==> config.mk <==
export PLATFORM = sky130hd
export DESIGN_NAME = rv_core
export DESIGN_NICKNAME = d
export VERILOG_FILES = /design/src/rv_pkg.sv /design/src/rv_decode.sv /design/src/rv_regfile.sv /design/src/rv_alu.sv /design/src/rv_exu_pc.sv /design/src/rv_ctrl_fsm.sv /design/src/rv_perf_counter.sv /design/src/rv_core.sv
export VERILOG_INCLUDE_DIRS = /design/src
export SDC_FILE = /design/constraint.sdc
export NUM_CORES = 2
export LEC_CHECK = 0
export BUFFER_PORTS_ARGS = -buffer_cell sky130_fd_sc_hd__clkbuf_2
export CAP_MARGIN = 30
export CORE_MARGIN = 2
export CORE_UTILIZATION = 45
export DETAILED_ROUTE_END_ITERATION = 8
export SYNTH_ARGS = -nofsm -noshare
export SYNTH_HDL_FRONTEND = slang
export SYNTH_SLANG_ARGS = --single-unit
==> constraint.sdc <==
create_clock -name clk -period 27.9 [get_ports clk]
set_clock_uncertainty 0.05 [all_clocks]
set_input_delay 5.58 -clock clk [delete_from_list [all_inputs] [get_ports clk]]
set_output_delay 5.58 -clock clk [all_outputs]
set_load 0.005 [all_outputs]
==> src/rv_params.svh <==
`ifndef RV_PARAMS_SVH
`define RV_PARAMS_SVH

// Data path and address width
`define ISA_WIDTH 32

// Register index, 32 architectural registers
`define REG_ADDR_WIDTH 5

// First fetch address out of reset
`define RESET_PC 32'h0000_0000

// Cycle and retire counters
`define COUNT_WIDTH 32

`endif

==> src/rv_pkg.sv <==
`default_nettype none

package rv_pkg;

    typedef enum logic [3:0] {
        INST_AUIPC,
        INST_JAL,
        INST_JALR,
        INST_BEQ,
        INST_BNE,
        INST_LW,
        INST_SW,
        INST_ADDI,
        INST_SLTIU,
        INST_ADD,
        INST_SUB,
        INST_EBREAK,
        INST_ILLEGAL
    } inst_num_e;

    typedef enum logic [2:0] {
        TYPE_NONE,
        TYPE_R,
        TYPE_I,
        TYPE_S,
        TYPE_B,
        TYPE_U,
        TYPE_J
    } inst_type_e;

    typedef enum logic [1:0] {ALU_ADD, ALU_SUB, ALU_SLTU} alu_op_e;

    typedef enum logic [1:0] {ST_BOOT, ST_RUN, ST_HALT} ctrl_state_e;

endpackage

`default_nettype wire

==> src/rv_decode.sv <==
`timescale 1ns/1ps
`default_nettype none

`include "rv_params.svh"

module rv_decode (
    input  wire [`ISA_WIDTH-1:0]      inst,
    output rv_pkg::inst_num_e         inst_num,
    output rv_pkg::inst_type_e        inst_type,
    output logic [`ISA_WIDTH-1:0]     imm,
    output logic [`REG_ADDR_WIDTH-1:0] rs1,
    output logic [`REG_ADDR_WIDTH-1:0] rs2,
    output logic [`REG_ADDR_WIDTH-1:0] rd,
    output rv_pkg::alu_op_e           alu_op
);

    logic [6:0] opcode;
    logic [2:0] funct3;
    logic [6:0] funct7;

    assign opcode = inst[6:0];
    assign funct3 = inst[14:12];
    assign funct7 = inst[31:25];

    assign rs1 = inst[19:15];
    assign rs2 = inst[24:20];
    assign rd  = inst[11:7];

    always_comb begin
        inst_num  = rv_pkg::INST_ILLEGAL;
        inst_type = rv_pkg::TYPE_NONE;
        case (opcode)
            7'b0010111: begin
                inst_num  = rv_pkg::INST_AUIPC;
                inst_type = rv_pkg::TYPE_U;
            end
            7'b1101111: begin
                inst_num  = rv_pkg::INST_JAL;
                inst_type = rv_pkg::TYPE_J;
            end
            7'b1100111: begin
                if (funct3 == 3'b000) begin
                    inst_num  = rv_pkg::INST_JALR;
                    inst_type = rv_pkg::TYPE_I;
                end
            end
            7'b1100011: begin
                if (funct3 == 3'b000 || funct3 == 3'b001) begin
                    inst_num  = (funct3 == 3'b000) ? rv_pkg::INST_BEQ : rv_pkg::INST_BNE;
                    inst_type = rv_pkg::TYPE_B;
                end
            end
            7'b0000011: begin
                if (funct3 == 3'b010) begin // Word loads only
                    inst_num  = rv_pkg::INST_LW;
                    inst_type = rv_pkg::TYPE_I;
                end
            end
            7'b0100011: begin
                if (funct3 == 3'b010) begin
                    inst_num  = rv_pkg::INST_SW;
                    inst_type = rv_pkg::TYPE_S;
                end
            end
            7'b0010011: begin
                if (funct3 == 3'b000 || funct3 == 3'b011) begin
                    inst_num  = (funct3 == 3'b000) ? rv_pkg::INST_ADDI : rv_pkg::INST_SLTIU;
                    inst_type = rv_pkg::TYPE_I;
                end
            end
            7'b0110011: begin
                if (funct3 == 3'b000 && (funct7 == 7'b0000000 || funct7 == 7'b0100000)) begin
                    inst_num  = funct7[5] ? rv_pkg::INST_SUB : rv_pkg::INST_ADD;
                    inst_type = rv_pkg::TYPE_R;
                end
            end
            7'b1110011: begin
                if (inst == 32'h0010_0073) begin // Exact ebreak encoding
                    inst_num  = rv_pkg::INST_EBREAK;
                    inst_type = rv_pkg::TYPE_I;
                end
            end
            default: ;
        endcase
    end

    always_comb begin
        case (inst_type)
            rv_pkg::TYPE_I: imm = {{20{inst[31]}}, inst[31:20]};
            rv_pkg::TYPE_S: imm = {{20{inst[31]}}, inst[31:25], inst[11:7]};
            rv_pkg::TYPE_B: imm = {{19{inst[31]}}, inst[31], inst[7], inst[30:25], inst[11:8], 1'b0};
            rv_pkg::TYPE_U: imm = {inst[31:12], 12'b0};
            rv_pkg::TYPE_J: imm = {{11{inst[31]}}, inst[31], inst[19:12], inst[20], inst[30:21], 1'b0};
            default:        imm = '0;
        endcase
    end

    always_comb begin
        case (inst_num)
            rv_pkg::INST_BEQ,
            rv_pkg::INST_BNE,
            rv_pkg::INST_SUB:   alu_op = rv_pkg::ALU_SUB; // Branch compare reuses subtract
            rv_pkg::INST_SLTIU: alu_op = rv_pkg::ALU_SLTU;
            default:            alu_op = rv_pkg::ALU_ADD;
        endcase
    end

endmodule

`default_nettype wire

==> src/rv_regfile.sv <==
`timescale 1ns/1ps
`default_nettype none

`include "rv_params.svh"

module rv_regfile (
    input  wire                       clk,
    input  wire                       rst_n,
    input  wire [`REG_ADDR_WIDTH-1:0] rs1,
    input  wire [`REG_ADDR_WIDTH-1:0] rs2,
    output logic [`ISA_WIDTH-1:0]     src1,
    output logic [`ISA_WIDTH-1:0]     src2,
    input  wire                       w_en,
    input  wire [`REG_ADDR_WIDTH-1:0] rd,
    input  wire [`ISA_WIDTH-1:0]      w_data
);

    localparam int NUM_REGS = 1 << `REG_ADDR_WIDTH;

    logic [`ISA_WIDTH-1:0] regs [NUM_REGS];

    always_ff @(posedge clk) begin
        if (!rst_n) begin
            for (int i = 0; i < NUM_REGS; i++) begin
                regs[i] <= '0;
            end
        end else if (w_en && rd != '0) begin // x0 never written
            regs[rd] <= w_data;
        end
    end

    assign src1 = (rs1 == '0) ? '0 : regs[rs1];
    assign src2 = (rs2 == '0) ? '0 : regs[rs2];

endmodule

`default_nettype wire

==> src/rv_alu.sv <==
`timescale 1ns/1ps
`default_nettype none

`include "rv_params.svh"

module rv_alu (
    input  wire rv_pkg::alu_op_e   alu_op,
    input  wire rv_pkg::inst_num_e inst_num,
    input  wire [`ISA_WIDTH-1:0]   a,
    input  wire [`ISA_WIDTH-1:0]   b,
    output logic [`ISA_WIDTH-1:0]  alu_result,
    output logic                   br_cond
);

    logic [`ISA_WIDTH-1:0] sum;
    logic [`ISA_WIDTH-1:0] diff;
    logic                  lt_u;
    logic                  is_zero;

    assign sum     = a + b; // Also the lw/sw address
    assign diff    = a - b;
    assign lt_u    = a < b;
    assign is_zero = (diff == '0);

    always_comb begin
        case (alu_op)
            rv_pkg::ALU_SUB:  alu_result = diff;
            rv_pkg::ALU_SLTU: alu_result = {{(`ISA_WIDTH-1){1'b0}}, lt_u};
            default:          alu_result = sum;
        endcase
    end

    // Taken condition for beq, inverted for bne
    assign br_cond = (inst_num == rv_pkg::INST_BNE) ? ~is_zero : is_zero;

endmodule

`default_nettype wire

==> src/rv_exu_pc.sv <==
`timescale 1ns/1ps
`default_nettype none

`include "rv_params.svh"

module rv_exu_pc (
    input  wire rv_pkg::inst_num_e  inst_num,
    input  wire rv_pkg::inst_type_e inst_type,
    input  wire [`ISA_WIDTH-1:0]    imm,
    input  wire [`ISA_WIDTH-1:0]    pc,
    input  wire [`ISA_WIDTH-1:0]    src1,
    input  wire                     br_cond,
    output logic [`ISA_WIDTH-1:0]   next_pc,
    output logic                    pc_valid_type
);

    logic [`ISA_WIDTH-1:0] adder_a;
    logic [`ISA_WIDTH-1:0] adder_b;
    logic [`ISA_WIDTH-1:0] adder_s;
    logic                  is_jalr;

    always_comb begin
        adder_a = pc;
        adder_b = `ISA_WIDTH'd4;
        case (inst_num)
            rv_pkg::INST_JAL: begin
                adder_b = imm;
            end
            rv_pkg::INST_JALR: begin
                adder_a = src1;
                adder_b = imm;
            end
            rv_pkg::INST_BEQ,
            rv_pkg::INST_BNE: begin
                adder_b = br_cond ? imm : `ISA_WIDTH'd4;
            end
            default: ;
        endcase
    end

    assign adder_s = adder_a + adder_b;
    assign is_jalr = (inst_num == rv_pkg::INST_JALR);
    assign next_pc = {adder_s[`ISA_WIDTH-1:1], adder_s[0] & ~is_jalr};

    always_comb begin
        case (inst_type)
            rv_pkg::TYPE_R, rv_pkg::TYPE_I, rv_pkg::TYPE_S,
            rv_pkg::TYPE_B, rv_pkg::TYPE_U, rv_pkg::TYPE_J: pc_valid_type = 1'b1;
            default:                                          pc_valid_type = 1'b0;
        endcase
    end

endmodule

`default_nettype wire

==> src/rv_ctrl_fsm.sv <==
`timescale 1ns/1ps
`default_nettype none

module rv_ctrl_fsm (
    input  wire                    clk,
    input  wire                    rst_n,
    input  wire rv_pkg::inst_num_e inst_num,
    input  wire                    pc_valid_type,
    output rv_pkg::ctrl_state_e    state,
    output logic                   pc_w_en,
    output logic                   reg_w_en_gate,
    output logic                   mem_w_en_gate,
    output logic                   halted
);

    rv_pkg::ctrl_state_e state_nxt;
    logic                is_ebreak;
    logic                exec_ok;

    assign is_ebreak = (inst_num == rv_pkg::INST_EBREAK);

    always_comb begin
        state_nxt = state;
        case (state)
            rv_pkg::ST_BOOT: state_nxt = rv_pkg::ST_RUN;
            rv_pkg::ST_RUN:  if (is_ebreak) state_nxt = rv_pkg::ST_HALT;
            default:         state_nxt = rv_pkg::ST_HALT; // Only reset leaves halt
        endcase
    end

    always_ff @(posedge clk) begin
        if (!rst_n) begin
            state <= rv_pkg::ST_BOOT;
        end else begin
            state <= state_nxt;
        end
    end

    // Illegal opcodes fall out through pc_valid_type
    assign exec_ok       = (state == rv_pkg::ST_RUN) && pc_valid_type && !is_ebreak;
    assign pc_w_en       = exec_ok;
    assign reg_w_en_gate = exec_ok;
    assign mem_w_en_gate = exec_ok;
    assign halted        = (state == rv_pkg::ST_HALT);

endmodule

`default_nettype wire

==> src/rv_perf_counter.sv <==
`timescale 1ns/1ps
`default_nettype none

`include "rv_params.svh"

module rv_perf_counter (
    input  wire                      clk,
    input  wire                      rst_n,
    input  wire rv_pkg::ctrl_state_e state,
    input  wire                      retire,
    output logic [`COUNT_WIDTH-1:0]  cycle_count,
    output logic [`COUNT_WIDTH-1:0]  instret_count
);

    logic running;

    assign running = (state == rv_pkg::ST_RUN);

    always_ff @(posedge clk) begin
        if (!rst_n) begin
            cycle_count   <= '0;
            instret_count <= '0;
        end else if (running) begin
            cycle_count <= cycle_count + 1'b1;
            if (retire) instret_count <= instret_count + 1'b1; // Excludes ebreak and illegal
        end
    end

endmodule

`default_nettype wire

==> src/rv_core.sv <==
`timescale 1ns/1ps
`default_nettype none

`include "rv_params.svh"

module rv_core (
    input  wire                      clk,
    input  wire                      rst_n,
    output logic [`ISA_WIDTH-1:0]    imem_addr,
    input  wire [`ISA_WIDTH-1:0]     imem_data,
    output logic [`ISA_WIDTH-1:0]    dmem_addr,
    output logic [`ISA_WIDTH-1:0]    dmem_wdata,
    output logic                     dmem_we,
    input  wire [`ISA_WIDTH-1:0]     dmem_rdata,
    output logic                     halted,
    output logic [`COUNT_WIDTH-1:0]  cycle_count,
    output logic [`COUNT_WIDTH-1:0]  instret_count
);

    logic [`ISA_WIDTH-1:0]      pc;
    logic [`ISA_WIDTH-1:0]      next_pc;
    rv_pkg::inst_num_e          inst_num;
    rv_pkg::inst_type_e         inst_type;
    rv_pkg::alu_op_e            alu_op;
    rv_pkg::ctrl_state_e        state;
    logic [`ISA_WIDTH-1:0]      imm;
    logic [`REG_ADDR_WIDTH-1:0] rs1;
    logic [`REG_ADDR_WIDTH-1:0] rs2;
    logic [`REG_ADDR_WIDTH-1:0] rd;
    logic [`ISA_WIDTH-1:0]      src1;
    logic [`ISA_WIDTH-1:0]      src2;
    logic [`ISA_WIDTH-1:0]      alu_b;
    logic [`ISA_WIDTH-1:0]      alu_result;
    logic [`ISA_WIDTH-1:0]      wb_data;
    logic                       br_cond;
    logic                       pc_valid_type;
    logic                       pc_w_en;
    logic                       reg_w_en_gate;
    logic                       mem_w_en_gate;
    logic                       dec_reg_we;
    logic                       reg_w_en;

    always_ff @(posedge clk) begin
        if (!rst_n) begin
            pc <= `RESET_PC;
        end else if (pc_w_en) begin
            pc <= next_pc;
        end
    end

    assign imem_addr = pc;

    rv_decode i_rv_decode (
        .inst      (imem_data),
        .inst_num  (inst_num),
        .inst_type (inst_type),
        .imm       (imm),
        .rs1       (rs1),
        .rs2       (rs2),
        .rd        (rd),
        .alu_op    (alu_op)
    );

    rv_regfile i_rv_regfile (
        .clk    (clk),
        .rst_n  (rst_n),
        .rs1    (rs1),
        .rs2    (rs2),
        .src1   (src1),
        .src2   (src2),
        .w_en   (reg_w_en),
        .rd     (rd),
        .w_data (wb_data)
    );

    // Immediate for I and S formats, register otherwise
    assign alu_b = (inst_type == rv_pkg::TYPE_I || inst_type == rv_pkg::TYPE_S) ? imm : src2;

    rv_alu i_rv_alu (
        .alu_op     (alu_op),
        .inst_num   (inst_num),
        .a          (src1),
        .b          (alu_b),
        .alu_result (alu_result),
        .br_cond    (br_cond)
    );

    rv_exu_pc i_rv_exu_pc (
        .inst_num      (inst_num),
        .inst_type     (inst_type),
        .imm           (imm),
        .pc            (pc),
        .src1          (src1),
        .br_cond       (br_cond),
        .next_pc       (next_pc),
        .pc_valid_type (pc_valid_type)
    );

    rv_ctrl_fsm i_rv_ctrl_fsm (
        .clk           (clk),
        .rst_n         (rst_n),
        .inst_num      (inst_num),
        .pc_valid_type (pc_valid_type),
        .state         (state),
        .pc_w_en       (pc_w_en),
        .reg_w_en_gate (reg_w_en_gate),
        .mem_w_en_gate (mem_w_en_gate),
        .halted        (halted)
    );

    rv_perf_counter i_rv_perf_counter (
        .clk           (clk),
        .rst_n         (rst_n),
        .state         (state),
        .retire        (pc_w_en),
        .cycle_count   (cycle_count),
        .instret_count (instret_count)
    );

    always_comb begin
        case (inst_num)
            rv_pkg::INST_JAL,
            rv_pkg::INST_JALR:  wb_data = pc + `ISA_WIDTH'd4; // Link address
            rv_pkg::INST_AUIPC: wb_data = pc + imm;
            rv_pkg::INST_LW:    wb_data = dmem_rdata;
            default:            wb_data = alu_result;
        endcase
    end

    // S and B formats never write rd
    assign dec_reg_we = (inst_type == rv_pkg::TYPE_R) || (inst_type == rv_pkg::TYPE_I) ||
                        (inst_type == rv_pkg::TYPE_U) || (inst_type == rv_pkg::TYPE_J);
    assign reg_w_en   = dec_reg_we && reg_w_en_gate;

    assign dmem_addr  = alu_result;
    assign dmem_wdata = src2;
    assign dmem_we    = mem_w_en_gate && (inst_num == rv_pkg::INST_SW);

endmodule

`default_nettype wire

==> reports/metrics.csv <==
stage,metric,value,unit
global_routing,antenna_found_initial,8,
logic_synthesis,syn_avg_cell_area,12.1,um^2
logic_synthesis,async_reset_ff_share,0,%
floorplan,die_w,386,um
setup_path,r2r_end,imem_addr[31]$_SDFFE_PN0P_,
routing,drtIter0Drc,7665,
global_routing,grt_pass1_vias,48554,
floorplan,die_area,149000,um^2
placement,portBuffers,227,
pwr,p_leak,26.9,nW
routing,vias,50272,
clocking,clock-sinks,1122,
setup_path,cp_slowest_stage_delay,930,ps
clocking,holdBufCountCts,0,
layout,syn_to_final_growth,11.4,%
clocking,clk_path_buf_depth,3,
clocking,clk_pin_slew,60,ps
routing,firstDrtPassIters,8,
setup_path,endpoint_kind,primary output,
placement,gp_congestion,1.05,
setup_path,rrSetupSlack,16620,ps
sta,whs,436,ps
logic_synthesis,synth.distinct_cells,91,
logic_synthesis,yosysTopAreaCell,edfxtp_1,
placement,dp_cells,7304,
floorplan,core_area,145000,um^2
setup_path,cp.required,22270,ps
logic_synthesis,ys_warn_count,0,
global_routing,grt_max_degree,102,
logic_synthesis,synth_top_cells_by_count,"nor2_1 (1163), edfxtp_1 (1024), mux4_2 (546), clkbuf_1 (302), nand2_1 (288)",
routing,detail-route-antenna-nets,0,
logic_synthesis,syn-cell-area,65800,um^2
global_routing,grt_pass1_wl,363000,um
sta,setup_viol,0,
sta,layout_setup_ws,8220,ps
setup_path,crit_path_max_fanout,23,
sta,hold_viol,0,
setup_path,crit_slowest_cell,or3_2,
hold_path,hold_depth,2,
logic_synthesis,synth_edf_count,1024,
setup_path,reg2reg_depth,33,
clocking,clk_latency,780,ps
status,status,completed,
logic_synthesis,synth_top_area_share,46.8,%
setup_path,criticalPathCategory,in2out,
global_routing,grt-ovfl-total,0,
layout,nFillCells,12786,
routing,route.detailed.drc,0,
logic_synthesis,yosysMostFrequentCell,nor2_1,
placement,place_area,69500,um^2
layout,instances_no_fill,7527,
floorplan,initial_core_util,45.2,%
sta,max_freq,50.8,MHz
clocking,cts_resized,0,
global_routing,grtUsageTotal,34.7,%
hold_path,worstHoldStart,i_rv_perf_counter.cycle_count[31]$_SDFFE_PN0N_,
logic_synthesis,synth_seq_cells,1122,
sta,slew_viol_final,0,
floorplan,fp.dieH,386,um
hold_path,whs_endpoint,i_rv_perf_counter.cycle_count[31]$_SDFFE_PN0N_,
sta,tns,0,ps
layout,nNetsFinal,5710,
logic_synthesis,synth-seq-area-share,49.7,%
clocking,post_cts_buffers,0,
clocking,clockRootBuffer,clkbuf_16,
routing,wl_per_cell,34.8,um
sta,finalCritPeriodShare,70.5,%
placement,preCtsSetupSlack,8470,ps
sta,max-slew-margin-rel,15.3,%
placement,hpwl,168000,um
layout,drive_gt1_share,24.1,%
logic_synthesis,synthCells,5420,
layout,fin_area,73300,um^2
pwr,finalPower,4.60,mW
pwr,irDropWorstVdd,58.3,uV
sta,grt_setup_unrepaired,false,
pwr,p_per_area,62.9,nW/um^2
setup_path,crit_top_cell,o21ai_0,
routing,drt-total-wl,262000,um
clocking,htree_levels,3,
setup_path,cp.arrival,14050,ps
routing,vias_per_cell,6.68,
floorplan,fp-row-count,140,
flow_run,cap_viol_max_count,0,
clocking,numCtsBuffers,118,
setup_path,r2r-start,i_rv_regfile.regs[15][14]$_SDFFCE_PN0P_,
clocking,cts_tree,yes,
hold_path,hold_class,reg2reg,
sta,fin_crit,19680,ps
setup_path,start_kind,input port,
sta,tightest_slew,1270,ps
logic_synthesis,netlist_top_cells_area,"edfxtp_1 (47%), mux4_2 (19%), nor2_1 (6.6%)",
floorplan,boundaryPins,228,
layout,final_util,50.4,%
logic_synthesis,ys.flop_type,edfxtp_1,
[where the power goes]
group / internal (mW) / switching [mW]
registers: 1.88 / 0.0264
logic: 0.335 / 0.814
clock network: 0.855 / 0.690
total: 3.07 / 1.53
[sequential cells by signal, indices dropped and copies added, names as in the netlist]
register	cells
i_rv_perf_counter.instret_count	32
i_rv_regfile.regs	1024
i_rv_perf_counter.cycle_count	32
imem_addr	32
i_rv_ctrl_fsm.state	2
[cells by family after synthesis]
| kind of cell | share of synthesized area (%) |
|---|---|
| and+or+nand+nor | 12.4 |
| DFF | 49.7 |
| AOI/OAI and AO/OA | 7.58 |
| muxes | 21.6 |
| buffers and inverters | 3.70 |
| xor gates and xnor gates | 2.37 |
| adders and majority gates | 2.60 |
| other | 0.00570 |
[area by class of cell]
class	instances	area, um^2	share of cell area [%]
diodes	4	10.0	0.0137
flip-flops and latches	1122	32700	44.7
well taps	1917	2400	3.27
clock inverters	63	523	0.714
multi-input cells	3719	31300	42.7
repair buffers	415	2650	3.62
clock buffers	153	3170	4.33
inverters	134	505	0.690
[cells in the final DEF (no fill, tap or decap), types with 21 or more instances in the layout]
cell       synthesis  routed
nand2_1          288     225
o21ai_0          145     131
dfxtp_1           98      98
nand4_1           34      34
clkbuf_2           0     221
xnor2_1          105     105
nor3_1           137     130
nor2b_1           33      32
mux4_2           546     546
xor2_1            73      73
conb_1             1      32
clkbuf_1         302      26
nor2_1          1163    1162
o21bai_1          22      21
a21o_1            57      57
mux2_2            81      81
a211oi_1          26      22
clkinv_1           1      27
o22ai_1           38      37
mux2i_1          100     100
nand3_1           65      64
and2_1            23      23
nand2_2            1      64
and3_1            27      26
buf_4              0     182
edfxtp_1        1024    1024
inv_1            132     132
clkbuf_16          0     120
a21oi_1          198     188
a221oi_1          31      31
or3_1             22      21
ha_1             130     130
[critical path, delay by kind of cell]
family / cells / cell delay [ps]
and+or+nand+nor: 12 / 4130
AOI/OAI and AO/OA: 9 / 2900
buffers and inverters: 4 / 880
adders and majority gates: 1 / 470
[worst max path at each step]
| stage | start | to | slack, ps | cells after the start |
|---|---|---|---|---|
| finish | imem_data[17] | dmem_addr[0] | 8220 | 26 |
| global route | imem_data[17] | dmem_addr[0] | 8000 | 26 |
| CTS | imem_data[17] | dmem_addr[0] | 8450 | 26 |
| detailed placement | imem_data[17] | dmem_addr[0] | 8470 | 26 |
| global placement | imem_data[17] | dmem_addr[26] | 8470 | 26 |
| floorplan | imem_data[18] | dmem_addr[28] | 10790 | 27 |
[layer usage]
| layer | part of all wire, % | global-route usage (%) |
|---|---|---|
| met1 | 36 | 45.2 |
| met2 | 44 | 51.6 |
| met3 | 13 | 10.2 |
| met4 | 7.0 | 20.6 |
| met5 | 0.013 | 0 |
No activity file was read; power rests on OpenSTA's default activity.
